==> src/dh_kin_pkg.sv <==
// Shared fixed-point types, the joint parameter record and the sequencer states
// for the DH forward kinematics core. Compile ahead of every RTL module,
// which refer to these by dh_kin_pkg:: scoped names.
`default_nettype none

package dh_kin_pkg;

	localparam int FIX_W = 24;
	localparam int FRAC = 14; // fraction bits

	typedef logic signed [FIX_W-1:0] fix_t;

	localparam fix_t ONE = fix_t'(1 << FRAC);

	// 256 steps per full turn
	typedef logic [7:0] angle_t;

	// one joint, 64 bits
	typedef struct packed {
		fix_t a;
		fix_t d;
		angle_t alpha;
		angle_t theta;
	} dh_param_t;

	// indexed [row][col]
	typedef fix_t [3:0][3:0] mat4_t;

	typedef enum logic [1:0] {
		S_IDLE,
		S_LINK,  // waiting for link matrix
		S_MULT,  // multiply running
		S_STORE  // write pose, next joint
	} seq_state_t;

endpackage

`default_nettype wire

==> src/pose_store.sv <==
// Output side. Keeps the cumulative base-to-joint pose of every joint for
// combinational readback and turns the sequencer's last strobe into done.
`default_nettype none

module pose_store #(
	parameter int N_JOINT = 6,
	localparam int JW = (N_JOINT > 1) ? $clog2(N_JOINT) : 1
) (
	input wire logic i,
	input wire logic rst_n,
	input wire logic pose_we,
	input wire logic [JW-1:0] pose_joint,
	input wire dh_kin_pkg::mat4_t pose_val,
	input wire logic last,
	input wire logic [JW-1:0] rd_joint,
	output dh_kin_pkg::mat4_t rd_pose,
	output logic done
);

	dh_kin_pkg::mat4_t pose [N_JOINT];

	always_ff @(posedge i or negedge rst_n) begin
		if (!rst_n) begin
			for (int j = 0; j < N_JOINT; j++) begin
				pose[j] <= '0;
			end
			done <= 1'b0;
		end else begin
			if (pose_we && (pose_joint < N_JOINT)) begin
				pose[pose_joint] <= pose_val;
			end
			done <= last; // one cycle after the final store
		end
	end

	always_comb begin
		if (rd_joint < N_JOINT) begin
			rd_pose = pose[rd_joint];
		end else begin
			rd_pose = '0; // unused index
		end
	end

endmodule

`default_nettype wire

==> config.mk <==
export PLATFORM = sky130hd
export DESIGN_NAME = pose_store
export DESIGN_NICKNAME = d
export VERILOG_FILES = /design/src/dh_kin_pkg.sv /design/src/pose_store.sv
export SDC_FILE = /design/constraint.sdc
export NUM_CORES = 2
export LEC_CHECK = 0
export BUFFER_PORTS_ARGS = -buffer_cell sky130_fd_sc_hd__buf_2
export CAP_MARGIN = 5
export CELL_PAD_IN_SITES_DETAIL_PLACEMENT = 1
export CELL_PAD_IN_SITES_GLOBAL_PLACEMENT = 1
export CORE_ASPECT_RATIO = 0.5
export CORE_MARGIN = 3
export CORE_UTILIZATION = 51
export CTS_BUF_LIST = sky130_fd_sc_hd__clkbuf_4 sky130_fd_sc_hd__clkbuf_8 sky130_fd_sc_hd__clkbuf_16
export DETAILED_ROUTE_END_ITERATION = 10
export PLACE_DENSITY_LB_ADDON = 0.1
export SYNTH_ARGS = -nofsm -noshare
export SYNTH_HDL_FRONTEND = slang
export SYNTH_SLANG_ARGS = --single-unit
==> constraint.sdc <==
create_clock -name i -period 2.5 [get_ports i]
set_input_delay 0.375 -clock i [delete_from_list [all_inputs] [get_ports i]]
set_output_delay 0.375 -clock i [all_outputs]
set_load 0.1 [all_outputs]
==> metrics.md <==
| Metric | Value |
|---|---|
| Status | `finished with violations` |
| Failing checks | `setup timing` |
| Largest net degree at the start of global routing | `113` |
| Wirelength, routed | `328 mm` |
| Hold WC Path Type | `in -> async` |
| Delay-heaviest family, CP | `buffers and inverters` |
| Antenna violations before repair | `50` |
| Top post-synthesis cells by area | `dfrtp_1 56%, mux2_2 29%, mux2i_1 7.5%` |
| Final WS setup | `-0.0299 ns` |
| Final GP Congestion | `about 0.83` |
| Pwr dens | `slightly above 900 mW/mm^2` |
| Post-route non-filler standard cell count | `approximately 11000` |
| RSZ-0062 raised after global routing | `true` |
| Total global routing overflow | `0` |
| Num CTS Buffers | `211` |
| Fmax | `between 0.3 and 0.4 GHz` |
| Flops & latches, synth | `2305` |
| Cell taking the most area after synthesis | `dfrtp_1` |
| DP Area | `around 0.12 sq mm` |
| WHS | `0.0418 ns` |
| Tmin final | `approximately 2.5 ns` |
| Port bufs | `between 700 and 800` |
| Post-DP HPWL | `208 mm` |
| Worst Setup Start Kind | `primary input` |
| Core Box Area | `roughly 0.2 sq mm` |
| Critical path required time | `between 2 and 2.5 ns` |
| First-pass DRT Iterations | `5` |
| H-tree levels | `4` |
| Maxcap violations | `0` |
| Syn avg cell area | `between 10 and 15 sq um` |
| Initial drt markers | `3788` |
| Layout cell share with drive strength beyond 1 | `0.530` |
| Die area | `0.208 sq mm` |
| Hold Fails Final Rpt | `0` |
| Crit path DAT | `2.15 ns` |
| Yosys top cell area share | `0.560` |
| Critical path depth in cells | `7` |
| Yosys warns | `0` |
| IO Pins | `slightly below 800` |
| Fillers | `17300` |
| Cells after synthesis | `slightly above 7000` |
| Root buf cell | `clkbuf_16` |
| GRT Total Usage | `0.309` |
| Maximum vdd drop | `~0.00075 V` |
| Crit. End Element | `output port` |
| Worst skew pair latency | `around 0.85 ns` |
| Part of the Yosys area used for sequential elements | `0.560` |
| Nets@finish | `between 8000 and 9000` |
| CP Cell Sequence | `buf_8 -> buf_12 -> buf_12 -> mux2_2 -> nand2_1 -> o221ai_1 -> buf_12` |
| Worst Path Buf+Inv | `4` |
| CTS tree | `done` |
| Slew Viols, Final | `0` |
| Vias in the first global route | `between 70000 and 80000` |
| Drt via density | `about 6.0` |
| Worst-Margin Slew | `about 0.78 ns` |
| Register Area | `0.0577 sq mm` |
| Starting density of the core | `0.519` |
| Horiz. Die Dim | `642 microns` |
| Worst R2R Start | `pose[2109]$_DFFE_PN0P_` |
| Via count | `roughly 67000` |
| Setup CP Type | `in -> out` |
| Crit Path Max Fanout | `44` |
| Final ANT Viol Nets | `0` |
| DP Cell Count | `approximately 10000` |
| Die Span Y | `324 microns` |
| Area growth syn-to-layout | `29.4%` |
| Reg2Reg Depth | `2` |
| Worst path max stage delay | `0.41 ns` |
| First-pass GRT wire length | `roughly 500 mm` |
| Syn Nets | `around 7400` |
| Final period utilization | `1.01` |
| Mapped Area | `about 0.1 sq mm` |
| Pleak | `around 58 nW` |
| R2R setup slack | `1.61 ns` |
| Capturing point of the worst reg2reg path | `pose[2109]$_DFFE_PN0P_` |
| Max_slew headroom | `0.482` |
| Netlist cell types | `17` |
| Area of the multi-input gates | `~0.046 sq mm` |
| Post-route cell area | `around 0.13 sq mm` |
| Slowest cell on crit path | `mux2_2` |
| DRC Markers | `0` |
| Per-cell routed wire length | `just under 30 microns` |
| Max Clock Skew | `0 ns` |
| Clk sink count | `between 2000 and 2500` |
| Most used cell, CP | `buf_12` |
| Rows | `around 120` |
| CTS max path bufs | `4` |
| Final setup violation count | `2` |
| Clock slew at reported path FFs | `approximately 0.07 ns` |
| Final cell utilization of the core | `0.671` |
## metrics by stage
stage	setup TNS, ns	setup WS, ns	total power, mW
final	-0.0333	-0.0299	122
after global placement	0	0.00156	83.5
after floorplan	-112.07	-0.644	72.4
after global routing	-0.0838	-0.0247	126
after detailed placement	0	0.0294	85.9
after CTS	0	0.000189	122
## area by class of cell
type | instances | share of cell area
diodes | 44 | 0.000825
clock buffers | 311 | 0.0479
clock inverters | 62 | 0.00683
multi-input cells | 4234 | 0.343
flip-flops and latches | 2305 | 0.432
well taps | 2691 | 0.0252
repair buffers | 1561 | 0.144
## cells by family after synthesis
group                  after synthesis  share of synthesized area
multiplexers                      3456                      0.368
flip-flops                        2305                      0.560
buffers and inverters              513                     0.0247
AND/OR/NAND/NOR                    394                     0.0149
AO/OA/AOI/OAI                      384                     0.0326
## flip-flops by register name (all words and copies together), names as in the netlist
| name | count |
|---|---|
| pose | 2304 |
| done | 1 |
## how the worst max path moves through the flow
| stage | from | endpoint | slack [ns] |
|---|---|---|---|
| final | rd_joint[1] | rd_pose[90] | -0.03 |
| after global routing | pose[1330]$_DFFE_PN0P_ | rd_pose[178] | -0.02 |
| after CTS | pose[2099]$_DFFE_PN0P_ | rd_pose[179] | 0.0002 |
| after detailed placement | rd_joint[1] | rd_pose[272] | 0.03 |
| after global placement | rd_joint[1] | rd_pose[209] | 0.002 |
| after floorplan | rd_joint[0] | rd_pose[272] | -0.64 |
## where the power goes
group	switching, mW	internal, mW	total, mW
clock	14.8	20.1	34.8
sequential	4.86	45.5	50.4
combinational	20.3	16.0	36.3
total	39.9	81.6	122
## layout by cell type, fill, tap and decap left out, types with 109 or more instances in the layout
cell type	n
buf_12	574
buf_2	391
buf_4	196
clkbuf_16	216
dfrtp_1	2305
dlygate4sd3_1	386
mux2_2	2656
mux2i_1	767
nand2_1	384
o221ai_1	109
o221ai_2	173
## cell usage after synthesis
library cell  instances
clkbuf_1            142
buf_1                21
o221ai_1            384
nand2_1             385
clkbuf_2              1
buf_2               275
nor2_1                1
buf_4                74
nor4bb_1              2
mux2_1               32
dfrtp_1            2305
nor4b_4               1
mux2i_1             768
nand4b_1              2
nand2b_1              2
nor3_2                1
mux2_2             2656
## layer usage
layer  share of wire  GRT usage  vias up
met2            0.53      0.563     1377
met4           0.048      0.145        0
li1                -          -    28500
met1            0.39      0.365    36200
met5               0          0        -
met3           0.032     0.0406      678
## timing repair
action                                  CTS  global route
hold buffers                            386             0
setup endpoints to repair                34            28
pin swaps                                 0             0
resized for setup                        36            40
setup buffers                             0             1
endpoints found under the hold margin  2504             0
cloned                                    0             1
No activity file was read; power rests on OpenSTA's default activity.
