### config.mk
export PLATFORM = sky130hd
export DESIGN_NAME = chain_seq
export DESIGN_NICKNAME = d
export VERILOG_FILES = /design/src/dh_kin_pkg.sv /design/src/chain_seq.sv
export SDC_FILE = /design/constraint.sdc
export NUM_CORES = 1
export LEC_CHECK = 0
export BUFFER_PORTS_ARGS = -buffer_cell sky130_fd_sc_hd__buf_2
export CAP_MARGIN = 5
export CORE_AREA = 3 3 769 771
export CTS_BUF_LIST = sky130_fd_sc_hd__clkbuf_8
export DETAILED_ROUTE_END_ITERATION = 8
export DIE_AREA = 0 0 772 774
export GPL_TIMING_DRIVEN = 0
export HOLD_SLACK_MARGIN = 0.06
export PLACE_DENSITY_LB_ADDON = 0.12
export SETUP_SLACK_MARGIN = 0.2
export SYNTH_ARGS = -nofsm -noshare
export SYNTH_HDL_FRONTEND = slang
export SYNTH_SLANG_ARGS = --single-unit
### constraint.sdc
create_clock -name i -period 3.65 [get_ports i]
set_input_delay 0.365 -clock i [delete_from_list [all_inputs] [get_ports i]]
set_output_delay 0.365 -clock i [all_outputs]
set_load 0.05 [all_outputs]
### src/dh_kin_pkg.sv
// Shared fixed-point types, the joint parameter record and the sequencer states
// for the DH forward kinematics core. Compile ahead of every RTL module,
// which refer to these by dh_kin_pkg:: scoped names.
`default_nettype none

package dh_kin_pkg;

	localparam int FIX_W = 24;
	localparam int FRAC = 14; // fraction bits

	typedef logic signed [FIX_W-1:0] fix_t;

	localparam fix_t ONE = fix_t'(1 << FRAC);

	// 256 steps per full turn
	typedef logic [7:0] angle_t;

	// one joint, 64 bits
	typedef struct packed {
		fix_t a;
		fix_t d;
		angle_t alpha;
		angle_t theta;
	} dh_param_t;

	// indexed [row][col]
	typedef fix_t [3:0][3:0] mat4_t;

	typedef enum logic [1:0] {
		S_IDLE,
		S_LINK,  // waiting for link matrix
		S_MULT,  // multiply running
		S_STORE  // write pose, next joint
	} seq_state_t;

endpackage

`default_nettype wire

### src/chain_seq.sv
// Sequencer for the kinematic chain. On start it walks joints 0..N_JOINT-1:
// fetch parameters and build the link matrix, multiply it into the running
// product, then hand the new product to the pose store. 21 cycles per joint.
`default_nettype none

module chain_seq #(
	parameter int N_JOINT = 6,
	localparam int JW = (N_JOINT > 1) ? $clog2(N_JOINT) : 1
) (
	input wire logic i,
	input wire logic rst_n,
	input wire logic start,
	input wire dh_kin_pkg::dh_param_t param,
	input wire dh_kin_pkg::mat4_t link_mat,
	input wire logic link_valid,
	input wire dh_kin_pkg::mat4_t mult_res,
	input wire logic mult_valid,
	output logic busy,
	output logic [JW-1:0] joint_sel,
	output logic link_go,
	output logic mult_go,
	output dh_kin_pkg::mat4_t mult_a,
	output dh_kin_pkg::mat4_t mult_b,
	output logic pose_we,
	output logic [JW-1:0] pose_joint,
	output dh_kin_pkg::mat4_t pose_val,
	output logic last
);

	function automatic dh_kin_pkg::mat4_t identity();
		dh_kin_pkg::mat4_t m;
		m = '0;
		for (int k = 0; k < 4; k++) begin
			m[k][k] = dh_kin_pkg::ONE;
		end
		return m;
	endfunction

	dh_kin_pkg::seq_state_t state;
	logic [JW-1:0] joint_cnt;
	dh_kin_pkg::mat4_t run_prod; // base to current joint

	assign joint_sel = joint_cnt;
	assign pose_joint = joint_cnt;
	assign pose_val = run_prod; // already holds this joint's product in S_STORE
	assign mult_a = run_prod;
	assign mult_b = link_mat;
	assign mult_go = (state == dh_kin_pkg::S_LINK) && link_valid;

	always_ff @(posedge i) begin
		if (state == dh_kin_pkg::S_IDLE && start) begin
			run_prod <= identity();
		end else if (state == dh_kin_pkg::S_MULT && mult_valid) begin
			run_prod <= mult_res;
		end
	end

	always_ff @(posedge i or negedge rst_n) begin
		if (!rst_n) begin
			state <= dh_kin_pkg::S_IDLE;
			joint_cnt <= '0;
			busy <= 1'b0;
			link_go <= 1'b0;
			pose_we <= 1'b0;
			last <= 1'b0;
		end else begin
			link_go <= 1'b0;
			pose_we <= 1'b0;
			last <= 1'b0;
			case (state)
				dh_kin_pkg::S_IDLE: begin
					if (start) begin
						joint_cnt <= '0;
						busy <= 1'b1;
						link_go <= 1'b1; // fetch cycle of joint 0
						state <= dh_kin_pkg::S_LINK;
					end
				end
				dh_kin_pkg::S_LINK: begin
					if (link_valid) begin
						state <= dh_kin_pkg::S_MULT;
					end
				end
				dh_kin_pkg::S_MULT: begin
					if (mult_valid) begin
						pose_we <= 1'b1;
						last <= (joint_cnt == JW'(N_JOINT - 1));
						state <= dh_kin_pkg::S_STORE;
					end
				end
				dh_kin_pkg::S_STORE: begin
					if (last) begin
						busy <= 1'b0; // drops in the done cycle
						state <= dh_kin_pkg::S_IDLE;
					end else begin
						joint_cnt <= joint_cnt + 1'b1;
						link_go <= 1'b1;
						state <= dh_kin_pkg::S_LINK;
					end
				end
				default: state <= dh_kin_pkg::S_IDLE;
			endcase
		end
	end

	a_last_with_store: assert property (
		@(posedge i) disable iff (!rst_n)
		last |-> pose_we && (pose_joint == JW'(N_JOINT - 1))
	) else $error("last without a store of the final joint");

endmodule

`default_nettype wire

==> summary by stage <==
Outcome
The flow ran to the end, and the final reports show no timing, DRC or antenna violations.

Place
The number of buffers added on ports is 1,551. The cell area after placement is about 37,000 µm². The number of placed cells counting well taps is between 10,000 and 15,000. The weighted congestion reported at the end of routability-driven placement is 0.9305.

The sum of net half-perimeters after detailed placement is roughly 290,000 µm.

Finish
Summing all flip-flop and latch instances after layout gives 7913 µm². The signed area change from the synthesized netlist to the final layout is 128.1%. The number of fillers in the final layout is just under 70,000. In the final layout, the share of cells above drive strength 1 is 0.5450.

The final net count is roughly 5,500. In the final layout, the multi-input gates occupy 5144 µm². With fillers left out, the area of the finished cells amounts to 44,570 µm². The count of placed standard cells in the final layout, fillers left out is about 13,000.

STA
The count of final hold-check violations is 0. The final setup violation count is 0. The summed negative setup slack over all endpoints is 0 ns.

Setup repair after global routing left no endpoint under its margin. The count of pins over their slew limit is 0. Final hold analysis gives a worst-case slack of roughly 0.27 ns. For the pin with the worst max-slew slack, the measured transition is roughly 0.97 ns. The worst pin sits at a relative slew slack of 0.3575.

The time the final worst path needs with I/O delays and setup is around 3 ns. Between clock sinks in the finished design, the worst skew comes to approximately 0.086 ns. The final clock period utilization by the worst path is 0.8258. Timing would allow up to around 330 MHz.

Yosys
The synthesized design contains 0 enable-type register cells. The flip-flop and latch count after synthesis is between 300 and 400. By count the netlist is led by sky130_fd_sc_hd__buf_4 (787), sky130_fd_sc_hd__nand2_1 (769), sky130_fd_sc_hd__a21oi_1 (384), sky130_fd_sc_hd__dfxtp_1 (384), sky130_fd_sc_hd__buf_2 (104). The count of synthesis-stage warnings from yosys is 0.

The cell taking the most area after synthesis is sky130_fd_sc_hd__dfxtp_1. Yosys attributes the largest share of cell area to sky130_fd_sc_hd__dfxtp_1 (39%), sky130_fd_sc_hd__buf_4 (30%), sky130_fd_sc_hd__nand2_1 (15%), sky130_fd_sc_hd__a21oi_1 (9.8%), sky130_fd_sc_hd__buf_2 (2.7%). Counting flops with an async set or reset pin after synthesis yields a share of 0.02290. The area share of the leading cell type in the synthesized netlist is 0.3934. The net count after synthesis is between 3,000 and 4,000.

The most used flip-flop cell after synthesis is sky130_fd_sc_hd__dfxtp_1. Summing every instance area after synthesis gives 19,540 µm². The share of the Yosys chip area taken by registers is 0.4049. The most common cell in the synthesized netlist is sky130_fd_sc_hd__buf_4.

Counting distinct cell types in the post-synthesis netlist gives 33. After technology mapping, the gate count stands at approximately 2,500. The average size of a mapped cell is approximately 7.8 µm².

Pwr
IR analysis of the VDD net gives a maximum drop of ~0.00029 V. In this run the power density over the cells is around 920 nW/µm². The switching power is ~0.026 W.

Of the total power, the share spent switching nets is 0.6342. Of the total power, the clock network draws 0.151. The sequential power share is 0.207. The leakage power total is approximately 20 nW. Of the total power, combinational logic draws 0.642. The overall power after layout is between 0.04 and 0.05 W. The internal power of the cells totals 0.01496 W.

Worst setup path
Of all nets on the critical path, the largest fanout is 10. The setup check on the worst reg-to-reg path leaves a slack of ~0.64 ns. For the worst setup path, the data required time is 4.48 ns.

The element type at the critical path start is a register. At the worst endpoint, the arrival time is approximately 3.8 ns. STA classifies the critical path endpoint as a register. The critical path start-end classification is reg2reg.

Routing
For this run, design rule violations remaining after detail routing come to 0. The average wire length per cell after detail routing is about 25 µm. Dividing the detail-routed via count by the number of cells gives 2.035.

The number of routed nets with antenna violations is 0. The starting DRC count in detailed routing is approximately 1,000. The overall via count from detail_route is ~26,000. Before antenna repair, the detailed router went through 7 iterations. Summed over all layers, the routed wires come to 313,800 µm.

Clock tree
The clock passes through at most 4 buffers. For the worst-skew pair, the clock arrives at the later sink with an insertion delay of just under 1 ns. After clock tree synthesis, the setup repair step added 0 buffers. The CTS tree is yes. CTS built an H-tree with a depth of 3. The cell chosen for the clock root is sky130_fd_sc_hd__clkbuf_8. The number of clock sinks is just under 400. Buffers inserted during clock tree synthesis total approximately 110.

After clock tree synthesis, the clock-pin slew on the worst setup and hold paths is 0.06 ns.

Floorplanning
The total area inside the core boundary comes to between 500,000 and 600,000 µm². The die covers around 600,000 µm². The number of placement rows is 281. From left edge to right edge, the die measures roughly 770 µm. For this configuration, the core starts out at a cell density of 0.03340. For this design the top-level I/O count stands at around 2,000. From bottom edge to top edge, the die measures roughly 770 µm.

GRT
The number of antenna violations at the first check in global routing is ~130. The via count of the first global-routing pass is 26,690. Entering global routing, the biggest net connects 15 pins. The global-route wire length before repair is roughly 370,000 µm. The global-route total usage across every layer is 0.1005. The overall overflow remaining after global route is 0.

Run
Across the run, the number of max-cap violations was 0.

Hold path
The path class of the tightest hold or removal check is in2reg.
-- registers in the layout, indices dropped and copies added, names as in the netlist --
name / count
busy: 1
joint_sel: 3
last: 1
link_go: 1
mult_a: 384
pose_we: 1
state: 2
-- layout by cell type, fill, tap and decap left out, types with 4 or more instances in the layout --
cell type,instances
sky130_fd_sc_hd__buf_2,1655
sky130_fd_sc_hd__buf_4,787
sky130_fd_sc_hd__nand2_1,769
sky130_fd_sc_hd__dlygate4sd3_1,535
sky130_fd_sc_hd__a21oi_1,384
sky130_fd_sc_hd__dfxtp_1,384
sky130_fd_sc_hd__clkbuf_8,125
sky130_fd_sc_hd__diode_2,41
sky130_fd_sc_hd__inv_1,41
sky130_fd_sc_hd__clkinv_2,10
sky130_fd_sc_hd__dfrtp_1,9
sky130_fd_sc_hd__ha_1,8
sky130_fd_sc_hd__nand3_1,4
sky130_fd_sc_hd__bufinv_16,4
-- repair_timing --
item	4_1_cts	5_1_grt
endpoints found under the hold margin	400	0
resized for setup	3	0
hold buffers	535	0
setup endpoints to repair	76	0
-- metrics by stage --
| stage | setup WS, ns | utilization |
|---|---|---|
| floorplan | 2.004 | - |
| global placement | -0.1996 | 0.06331 |
| detailed placement | -0.2038 | 0.06331 |
| CTS | 0.4008 | 0.07601 |
| global route | 0.3818 | 0.07606 |
| finish | 0.6360 | 0.07618 |
-- logic make-up after synthesis --
group | Yosys count | share of synthesized area
buffers and inverters | 903 | 0.3321
and+or+nand+nor | 793 | 0.1555
DFF | 393 | 0.4049
AOI/OAI and AO/OA | 391 | 0.1008
adders and majority gates | 8 | 0.005123
muxes | 3 | 0.001601
-- final cells by class --
cell class                 instances  share of cell area
clock inverter                    54            0.007636
clock buffer                     125             0.03860
antenna                           41            0.002302
timing repair buffer            2086              0.2943
multi-input combinational       1195              0.1154
tap                             7782              0.2185
inverter                           5           0.0005334
buffer                           898              0.1452
sequential                       393              0.1775
-- power by group through the flow --
stage               Combinational [W]  Sequential (W)  Clock (W)
floorplan                      0.0110          0.0120          0
global placement               0.0266         0.00876          0
detailed placement             0.0265         0.00881          0
CTS                            0.0272         0.00873    0.00675
global route                   0.0278         0.00876    0.00679
finish                         0.0262         0.00848    0.00617
-- per-layer routing --
metal  share of wire  GRT usage  vias to the layer above
met5         0.00051          0                        -
met4           0.048    0.04040                       30
met3            0.11    0.04312                      387
met2            0.46     0.1670                     1485
met1            0.38     0.1124                    12110
li1                -          -                    11580
-- worst max-delay path: stages, from the launching register on --
cell and delay, ns:
sky130_fd_sc_hd__dfrtp_1 0.42, sky130_fd_sc_hd__inv_1 0.12, sky130_fd_sc_hd__ha_1 0.25, sky130_fd_sc_hd__nand2_4 0.35, sky130_fd_sc_hd__buf_2 0.50, sky130_fd_sc_hd__buf_2 0.48
sky130_fd_sc_hd__nand2_1 0.10, sky130_fd_sc_hd__nand3_1 0.09, sky130_fd_sc_hd__dlygate4sd3_1 0.56
-- worst paths after layout --
check,from,endpoint,cells after the start
worst max-delay path,state[0],mult_a[134],8
worst min-delay path,mult_res[164],mult_a[164],4
worst max register to register,state[0],mult_a[134],8
worst min register to register,mult_a[100],mult_a[100],2
max in group asynchronous,rst_n,pose_we,3
min in group asynchronous,rst_n,joint_sel[2],3
No activity file was read; power rests on OpenSTA's default activity.
