<file path="config.mk">
export PLATFORM = sky130hd
export DESIGN_NAME = dh_param_regs
export DESIGN_NICKNAME = d
export VERILOG_FILES = /design/src/dh_kin_pkg.sv /design/src/dh_param_regs.sv
export SDC_FILE = /design/constraint.sdc
export NUM_CORES = 1
export LEC_CHECK = 0
export BUFFER_PORTS_ARGS = -buffer_cell sky130_fd_sc_hd__buf_4
export CORE_ASPECT_RATIO = 2
export CORE_MARGIN = 2
export CORE_UTILIZATION = 45
export DETAILED_ROUTE_END_ITERATION = 10
export GPL_TIMING_DRIVEN = 0
export PLACE_DENSITY = 0.63
export SLEW_MARGIN = 0
export SYNTH_ARGS = -nofsm -noshare
export SYNTH_HDL_FRONTEND = slang
export SYNTH_SLANG_ARGS = --single-unit
</file>
<file path="constraint.sdc">
create_clock -name i -period 3.6 [get_ports i]
set_input_delay 0.36 -clock i [delete_from_list [all_inputs] [get_ports i]]
set_output_delay 0.36 -clock i [all_outputs]
set_load 0.05 [all_outputs]
</file>
<file path="src/dh_kin_pkg.sv">
// Shared fixed-point types, the joint parameter record and the sequencer states
// for the DH forward kinematics core. Compile ahead of every RTL module,
// which refer to these by dh_kin_pkg:: scoped names.
`default_nettype none

package dh_kin_pkg;

	localparam int FIX_W = 24;
	localparam int FRAC = 14; // fraction bits

	typedef logic signed [FIX_W-1:0] fix_t;

	localparam fix_t ONE = fix_t'(1 << FRAC);

	// 256 steps per full turn
	typedef logic [7:0] angle_t;

	// one joint, 64 bits
	typedef struct packed {
		fix_t a;
		fix_t d;
		angle_t alpha;
		angle_t theta;
	} dh_param_t;

	// indexed [row][col]
	typedef fix_t [3:0][3:0] mat4_t;

	typedef enum logic [1:0] {
		S_IDLE,
		S_LINK,  // waiting for link matrix
		S_MULT,  // multiply running
		S_STORE  // write pose, next joint
	} seq_state_t;

endpackage

`default_nettype wire

</file>
<file path="src/dh_param_regs.sv">
// Joint parameter register file. The host writes one joint per wr_en strobe
// while the core is idle; the sequencer reads by joint index, combinationally.
`default_nettype none

module dh_param_regs #(
	parameter int N_JOINT = 6,
	localparam int JW = (N_JOINT > 1) ? $clog2(N_JOINT) : 1
) (
	input wire logic i,
	input wire logic rst_n,
	input wire logic wr_en,
	input wire logic [JW-1:0] wr_joint,
	input wire dh_kin_pkg::dh_param_t wr_param,
	input wire logic busy,
	input wire logic [JW-1:0] joint_sel,
	output dh_kin_pkg::dh_param_t param
);

	dh_kin_pkg::dh_param_t regs [N_JOINT];

	always_ff @(posedge i or negedge rst_n) begin
		if (!rst_n) begin
			for (int j = 0; j < N_JOINT; j++) begin
				regs[j] <= '0;
			end
		end else if (wr_en && !busy && (wr_joint < N_JOINT)) begin
			regs[wr_joint] <= wr_param; // dropped while a run is going
		end
	end

	always_comb begin
		if (joint_sel < N_JOINT) begin
			param = regs[joint_sel];
		end else begin
			param = '0;
		end
	end

	// host must stay inside the arm
	a_wr_joint_range: assert property (
		@(posedge i) disable iff (!rst_n)
		wr_en |-> (wr_joint < N_JOINT)
	) else $error("parameter write to joint %0d, only %0d joints", wr_joint, N_JOINT);

endmodule

`default_nettype wire

</file>
==> impl_metrics.yaml, run 1 <==
detailed_routing:
  drc_errors: 0
  first_pass_iters: 5
  first_iter_violations: 345
  viasPerCell: 5.491
  dr_total_vias: 10450
  routed_wl_mm: 41.99
  wl_per_cell_microns: 22.05
  ant_nets: 0
die:
  die_y_microns: 283.4
  num_rows: 102
  initial_core_util: 0.4542
  core_sq_um: 38670
  dieArea_sq_um: 40720
  die_w_microns: 143.7
  ioPinCount: 138
synthesis:
  synth_top_family_by_area: "multiplexers"
  yosys.cell_types.count: 20
  yosysWarnings: 0
  synth-simple-area-share: 0.01895
  ys_seq_elements: 384
  synth-seq-area-share: 0.5471
  synth-edff-count: 0
  yosys-mux-area-fraction: 0.3730
  synth-adder-area-share: 0
  netlist_area_sq_um: 17560
  synth-xor-area-share: 0
  ys.flop_type: "dfrtp_1"
  ys_async_sr_fraction: 1.000
  synth_area_leaders: "dfrtp_1 55%, mux2_2 22%, mux2i_1 7.3%"
  syn-num-nets: 1256
  yosysTopAreaCell: "dfrtp_1"
  synth_top_area_share: 0.5471
  synth_cells: 1182
  postSynthAreaPerCell_sq_um: 14.86
  synth_compound_area_frac: 0.03191
layout:
  largest_reg_flops: 384
  seqCellArea_sq_um: 9609
  fillers: 3334
  syn_to_final_growth_pct: 16.89
  top_register: "regs"
  drive_gt1_frac: 0.4812
  finalInstanceArea_sq_um: 20530
  final_core_util: 0.5309
  top_regs: "regs (384)"
  multi_input_area_sq_um: 7445
  nNetsFinal: 1436
global_routing:
  antenna_found_initial: 2
  overflow: 0
  grtUsageTotal: 0.2100
  grt_max_degree: 125
  first_global_vias: 11530
  grt_first_pass_wirelength_mm: 66.14
clock_network:
  cts_buffer_depth: 3
  cts_setup_buffers: 0
  cts_max_level: 2
  postCtsHoldBufs: 1
  cts_resized: 0
  cts_tree: "done"
  clk_pin_slew_worst_paths_ns: 0.07
  numClockSinks: 384
  cts_made_buffers: 37
  clk_latency_ns: 0.53
  cts_root_buffer: "clkbuf_16"
sta:
  relSlewSlack: 0.3099
  post-route-period-util: 0.7808
  skew_ns: 0
  setup_viol: 0
  hold_viol: 0
  fin_tns_setup_ns: 0
  min_period_ns: 2.811
  timing.fmax_ghz: 0.3558
  max_slew.worst_pin.slew_ns: 1.031
  grt_setup_unrepaired: "false"
  slew_viol_final: 0
worst_setup_path:
  worstPathRequired_ns: 3.24
  critPathLaunchType: "input pin"
  critPathKind: "in -> out"
  cp_max_fo: 10
  crit_path_end_kind: "primary output"
  path_buf_inv: 4
  cp_top_family: "buffers and inverters"
  cp.arrival_ns: 2.45
  cpMaxStageDelayCell: "clkbuf_1"
  crit_chain: "buf_4, nand2b_1, clkbuf_1, clkbuf_1, o221ai_1, buf_4"
  max_stage_delay_ns: 0.69
power_and_ir_drop:
  ir_worst_vdd_mv: 0.3670
  cellLeakagePower_nw: 9.574
  power_density_nw_per_um2: 611.9
placed_design:
  place_area_sq_um: 19330
  dp_hpwl_mm: 28.18
  port_buffers: 137
  gp_congestion: 0.7548
hold_path:
  hp-class: "in -> reg"
job:
  max_cap_violations: 0
outcome:
  status: "completed"
[cells in the mapped netlist (2+ instances only)]
master	n
mux2_4	60
mux2_1	39
buf_1	6
o221ai_1	64
nand3b_1	2
nand2b_1	2
buf_2	42
buf_4	12
mux2_2	349
nor2_1	2
nor3b_1	2
clkbuf_1	15
dfrtp_1	384
buf_12	6
mux2i_1	128
nand2_1	65
[kinds of logic (layout without fill, tap and decap cells)]
logic type,Yosys count,after routing
multiplexers,576,576
flip-flops,384,384
buffers and inverters,82,282
AND/OR/NAND/NOR,76,76
AO/OA/AOI/OAI,64,64
other,0,2
[stage by stage]
stage | total power [mW] | cells | hold WS, ns | setup slack [ns]
global placement | 8.625 | 1839 | 0.4724 | -1.469
finish | 12.56 | 1904 | 0.08904 | 0.7892
floorplan | 7.862 | 1182 | 0.06441 | 1.433
global route | 13.17 | 1904 | 0.09166 | 0.6955
CTS | 12.72 | 1902 | 0.07266 | 0.7749
detailed placement | 8.770 | 1842 | 0.3385 | 0.7953
[cells in the final DEF (no fill, tap or decap), drive strengths merged]
master       count
diode            2
or3              1
nor3b            3
nand2b           2
o221ai          64
clkinv           4
clkbuf          67
nand3b           3
bufinv           3
mux2i          128
buf            207
dlygate4sd3      1
mux2           448
dfrtp          384
nand2           65
nor2             2
[layout make-up]
class / instances / area share
diodes: 2 / 0.0002438
plain buffers: 82 / 0.02486
clock buffers: 52 / 0.05223
clock inverters: 7 / 0.005363
multi-input cells: 716 / 0.3626
flip-flops and latches: 384 / 0.4680
well taps: 520 / 0.03169
repair buffers: 141 / 0.05497
[power breakdown]
| group | internal (mW) | leakage (nW) | switching, mW |
|---|---|---|---|
| sequential | 5.32 | 4.71 | 0.494 |
| combinational | 1.45 | 4.28 | 1.40 |
| clock | 2.28 | 0.586 | 1.62 |
| total | 9.05 | 9.57 | 3.52 |
[final timing paths]
check	cells past startpoint	slack (ns)	end	from
max	6	0.79	param[29]	joint_sel[0]
min reg2reg	1	0.49	regs[214]	regs[214]
max in group asynchronous	4	1.74	regs[106]	rst_n
min	2	0.09	regs[249]	wr_param[57]
max reg2reg	1	2.80	regs[250]	regs[250]
min in group asynchronous	2	0.38	regs[277]	rst_n
[layer usage]
layer,GRT usage,vias to the layer above,part of all wire
met4,0.06814,0,0.026
met3,0.03172,65,0.040
met1,0.2454,5530,0.39
met2,0.3873,190,0.54
li1,-,4669,-
met5,0,-,0
Note: power is estimated with default switching activity, not from simulation.
==> inputs of run 2 (changes only) <==
- ABC_AREA: default -> 1
- PLACE_DENSITY: 0.63 -> 0.62
- clock period: 3.6 -> 2.8 ns (I/O delays scaled with it)
==> impl_metrics.yaml, run 2 <==
outcome:
  status: "completed"
synthesis:
  synth_cells: 2765
  yosysWarnings: 0
  synth_commonest_cells: "1282 x nand2_1, 448 x nand3_1, 384 x dfrtp_1"
  postSynthAreaPerCell_sq_um: 7.087
  netlist_area_sq_um: 19600
  ys_async_sr_fraction: 1.000
  synth_area_leaders: "dfrtp_1 49%, nand2_1 25%, nand3_1 11%"
  synth-seq-area-share: 0.4904
  synth-edff-count: 0
  yosys.cell_types.count: 17
  yosysTopAreaCell: "dfrtp_1"
  ys.flop_type: "dfrtp_1"
  ys_seq_elements: 384
  synth_top_area_share: 0.4904
  syn-num-nets: 2839
  yosysMostFrequentCell: "nand2_1"
die:
  initial_core_util: 0.4532
  dieArea_sq_um: 45330
  die_y_microns: 299.1
  die_w_microns: 151.6
  ioPinCount: 138
  core_sq_um: 43240
  num_rows: 108
power_and_ir_drop:
  ir_worst_vdd_mv: 0.4914
  clock_power_share: 0.323
  switching_share: 0.3233
  p_switching_mw: 5.156
  pwr-share-comb: 0.219
  fin_total_pwr_mw: 15.95
  intPower_mw: 10.79
  cellLeakagePower_nw: 13.06
  power_frac_seq: 0.458
  power_density_nw_per_um2: 701.7
global_routing:
  first_global_vias: 18030
  overflow: 0
  grtUsageTotal: 0.2764
  grt_first_pass_wirelength_mm: 96.72
  grt_max_degree: 119
  antenna_found_initial: 1
sta:
  slew_viol_final: 0
  max_slew.worst_pin.slew_ns: 0.6663
  fin_tns_setup_ns: 0
  skew_ns: 0
  hold_viol: 0
  grt_setup_unrepaired: "false"
  timing.fmax_ghz: 0.4421
  setup_viol: 0
  min_period_ns: 2.262
  post-route-period-util: 0.8079
  relSlewSlack: 0.5558
worst_setup_path:
  worstPathRequired_ns: 2.52
  max_stage_delay_ns: 0.47
  cp.arrival_ns: 1.98
  critPathKind: "in -> out"
  critPathLaunchType: "input pin"
  crit_path_end_kind: "primary output"
  cpMaxStageDelayCell: "clkbuf_1"
  crit_chain: "buf_4, inv_1, buf_2, clkbuf_1, nand3_1, nand2_1, nand2_1, nand2_1, buf_4"
  crit_path_frequent_cell: "nand2_1"
  rrSetupSlack_ns: 2.11
  cp_max_fo: 10
detailed_routing:
  routed_wl_mm: 61.69
  met2_length_mm: 33.74
  route.met3.wl_mm: 2.424
  dr_total_vias: 17800
  routed.top_layer: "met4"
  ant_nets: 0
  met1Wirelength_mm: 22.45
  first_pass_iters: 7
  drc_errors: 0
  wl_per_cell_microns: 17.47
  viasPerCell: 5.040
  first_iter_violations: 967
clock_network:
  cts_buffer_depth: 3
  cts_setup_buffers: 0
  cts_max_level: 2
  cts_made_buffers: 38
  numClockSinks: 384
  clk_pin_slew_worst_paths_ns: 0.06
  clk_latency_ns: 0.54
  postCtsHoldBufs: 10
  cts_tree: "done"
  cts_resized: 0
  cts_root_buffer: "clkbuf_16"
layout:
  mostFrequentLayoutCells: "1282 x nand2_1, 448 x nand3_1, 384 x dfrtp_1"
  largest_reg_flops: 384
  finalInstanceArea_sq_um: 22720
  top_regs: "regs (384)"
  num_antenna_cells: 0
  syn_to_final_growth_pct: 15.96
  final_common_cell: "nand2_1"
  top_register: "regs"
  drive_gt1_frac: 0.1211
  nNetsFinal: 3028
placed_design:
  gp_congestion: 0.8628
  dp_hpwl_mm: 44.85
  place_area_sq_um: 21400
  port_buffers: 136
hold_path:
  hp-class: "in -> reg"
job:
  max_cap_violations: 0
run 2: path summary, 6_finish.rpt:
kind / cells past startpoint / start / end
worst max-delay path: 9 / joint_sel[1] / param[57]
worst min-delay path: 3 / wr_param[20] / regs[212]
worst max register to register: 2 / regs[325] / regs[325]
worst min register to register: 2 / regs[150] / regs[150]
max in group asynchronous: 4 / rst_n / regs[189]
min in group asynchronous: 2 / rst_n / regs[159]
run 2: layout make-up:
cell class	count	area [sq um]
fill	4277	20520
clock buffer	61	1191
tap	550	688.2
inverter	328	1234
sequential	384	9609
multi-input combinational	1868	7775
buffer	185	978.4
clock inverter	7	37.54
timing repair buffer	149	1211
run 2: cells by family (layout without fill, tap and decap cells):
family,count (synthesis),count (layout),synth area share
flops,384,384,0.4904
buf+inv,513,730,0.1129
compound gates,128,128,0.03269
simple gates,1740,1740,0.3641
run 2: power groups by stage:
stage          Combinational [mW]  Clock (mW)  Sequential [mW]
6_report                     3.49        5.15             7.30
3_3_place_gp                 3.39           0             7.33
3_5_place_dp                 3.50           0             7.38
5_1_grt                      3.99        5.44             7.42
4_1_cts                      3.53        5.23             7.28
2_1_floorplan                2.45           0             7.21
run 2: through the flow:
stage               utilization  cells  hold WS (ns)  setup WS [ns]
finish                   0.5255   3532       0.01881         0.5379
global route             0.5255   3532       0.02511         0.4680
detailed placement       0.4948   3454        0.3087         0.5539
CTS                      0.5255   3532    0.00001227         0.5450
global placement         0.4927   3451        0.4528         -2.368
floorplan                     -   2765      -0.01559          1.207
run 2: critical path: cells and delay by family:
family | cells | cell delay (ns)
buffers and inverters | 5 | 1.23
and+or+nand+nor | 4 | 0.46
run 2: routing by layer:
metal	vias up	GRT usage
li1	8806	-
met1	8377	0.3005
met2	456	0.5205
met3	161	0.02983
met4	0	0.1356
met5	-	0
==> inputs of run 3 (changes only) <==
- clock period: 2.8 -> 2.1 ns (I/O delays scaled with it)
==> impl_metrics.yaml, run 3 (same netlist as run 2, synthesis figures left out) <==
outcome:
  status: "completed"
layout:
  fillers: 4235
  syn_to_final_growth_pct: 18.80
  mostFrequentLayoutCells: "1282 x nand2_1, 448 x nand3_1, 384 x dfrtp_1"
  final_common_cell: "nand2_1"
  final_core_util: 0.5384
  drive_gt1_frac: 0.1205
  stdcell_count: 3587
  nNetsFinal: 3083
  largest_reg_flops: 384
  top_register: "regs"
  multi_input_area_sq_um: 7775
  top_regs: "regs (384)"
  num_antenna_cells: 0
  seqCellArea_sq_um: 9609
sta:
  grt_setup_unrepaired: "false"
  post-route-period-util: 0.9645
  holdWs_ns: 0.2261
  max_slew.worst_pin.slew_ns: 0.6739
  timing.fmax_ghz: 0.4937
  setup_viol: 0
  min_period_ns: 2.025
  slew_viol_final: 0
  hold_viol: 0
  skew_ns: 0
  relSlewSlack: 0.5507
detailed_routing:
  met1Wirelength_mm: 22.58
  met2_length_mm: 34.10
  ant_nets: 0
  wl_per_cell_microns: 17.35
  routed.top_layer: "met4"
  drc_errors: 0
  viasPerCell: 5.040
  dr_total_vias: 18080
  route.met3.wl_mm: 2.519
  routed_wl_mm: 62.23
  first_iter_violations: 1030
  first_pass_iters: 5
power_and_ir_drop:
  cellLeakagePower_nw: 13.30
  ir_worst_vdd_mv: 0.6542
  power_frac_seq: 0.456
  pwr-share-comb: 0.222
  power_density_nw_per_um2: 916.6
  p_switching_mw: 6.886
  fin_total_pwr_mw: 21.34
  clock_power_share: 0.322
  intPower_mw: 14.45
  switching_share: 0.3227
global_routing:
  grt_first_pass_wirelength_mm: 97.32
  first_global_vias: 18180
  grt_max_degree: 119
  grtUsageTotal: 0.2780
  overflow: 0
  antenna_found_initial: 1
worst_setup_path:
  path_buf_inv: 4
  rrSetupSlack_ns: 1.40
  reg2reg_depth: 2
  cp_max_fo: 10
  r2r_end: "regs[325]"
  cpMaxStageDelayCell: "buf_1"
  critPathKind: "in -> out"
  worstPathRequired_ns: 1.89
  critPathLaunchType: "input pin"
  timing.rr.start: "regs[325]"
  crit_path_frequent_cell: "nand2_1"
  max_stage_delay_ns: 0.49
  crit_path_end_kind: "primary output"
  crit_chain: "buf_4, buf_2, buf_1, nand3_1, nand2_1, nand2_1, nand2_1, buf_4"
  cp.arrival_ns: 1.82
  cp_top_family: "buffers and inverters"
clock_network:
  clk_pin_slew_worst_paths_ns: 0.06
  cts_buffer_depth: 3
  cts_max_level: 2
  clk_latency_ns: 0.54
  cts_setup_buffers: 0
  cts_made_buffers: 38
  numClockSinks: 384
  cts_root_buffer: "clkbuf_16"
  cts_tree: "done"
die:
  die_w_microns: 151.6
  die_y_microns: 299.1
  initial_core_util: 0.4532
  num_rows: 108
  dieArea_sq_um: 45330
  ioPinCount: 138
  core_sq_um: 43240
hold_path:
  hp-class: "in -> async"
placed_design:
  port_buffers: 136
  gp_congestion: 0.8628
  dp.cells: 3454
  dp_hpwl_mm: 44.85
job:
  max_cap_violations: 0
## run 3: cell count changes in the layout (fill, tap and decap cells not counted), sizes merged
cell | previous run | this run
clkbuf | 82 | 83
dlygate4sd3 | 10 | 65
buf | 303 | 302
## run 3: metal layers
| metal | vias to the layer above | track usage |
|---|---|---|
| met1 | 8516 | 0.3024 |
| met3 | 157 | 0.02968 |
| met5 | - | 0 |
| li1 | 8928 | - |
| met2 | 477 | 0.5239 |
| met4 | 0 | 0.1358 |
## run 3: what timing repair did
| item | CTS | global route |
|---|---|---|
| gates resized for setup | 1 | 7 |
| endpoints found under the hold margin | 435 | 0 |
| pin swaps | 0 | 0 |
| setup endpoints to repair | 1 | 13 |
| hold buffers | 65 | 0 |
## run 3: final cells by class
class,count,area share
flip-flops and latches,384,0.4127
well taps,550,0.02956
clock buffers,61,0.05116
multi-input cells,1868,0.3340
repair buffers,204,0.07567
inverters,328,0.05299
plain buffers,185,0.04230
clock inverters,7,0.001612
## run 3: stage by stage
stage                TNS (ns)  cell area, sq um  setup WS [ns]
finish                      0             23280        0.07450
global route                0             23280        0.01793
CTS                         0             23280        0.02606
detailed placement  -0.006056             21400      -0.006056
global placement     -1125.47             21310         -2.998
floorplan                   0             19600         0.6467
## run 3: worst max-delay path by stage
| stage | from | cells after the start | to | slack (ns) |
|---|---|---|---|---|
| global route | joint_sel[1] | 8 | param[14] | 0.02 |
| global placement | rst_n | 1 | regs[187] | -3.00 |
| CTS | joint_sel[1] | 9 | param[37] | 0.03 |
| finish | joint_sel[1] | 8 | param[36] | 0.07 |
| floorplan | joint_sel[1] | 7 | param[57] | 0.65 |
| detailed placement | joint_sel[1] | 9 | param[57] | -0.006 |
## run 3: power by group through the flow
| stage | registers [mW] | logic, mW | clock network, mW |
|---|---|---|---|
| 4_1_cts | 9.71 | 4.79 | 6.97 |
| 2_1_floorplan | 9.61 | 3.26 | 0 |
| 3_5_place_dp | 9.83 | 4.67 | 0 |
| 5_1_grt | 9.90 | 5.41 | 7.26 |
| 6_report | 9.73 | 4.75 | 6.86 |
| 3_3_place_gp | 9.77 | 4.52 | 0 |
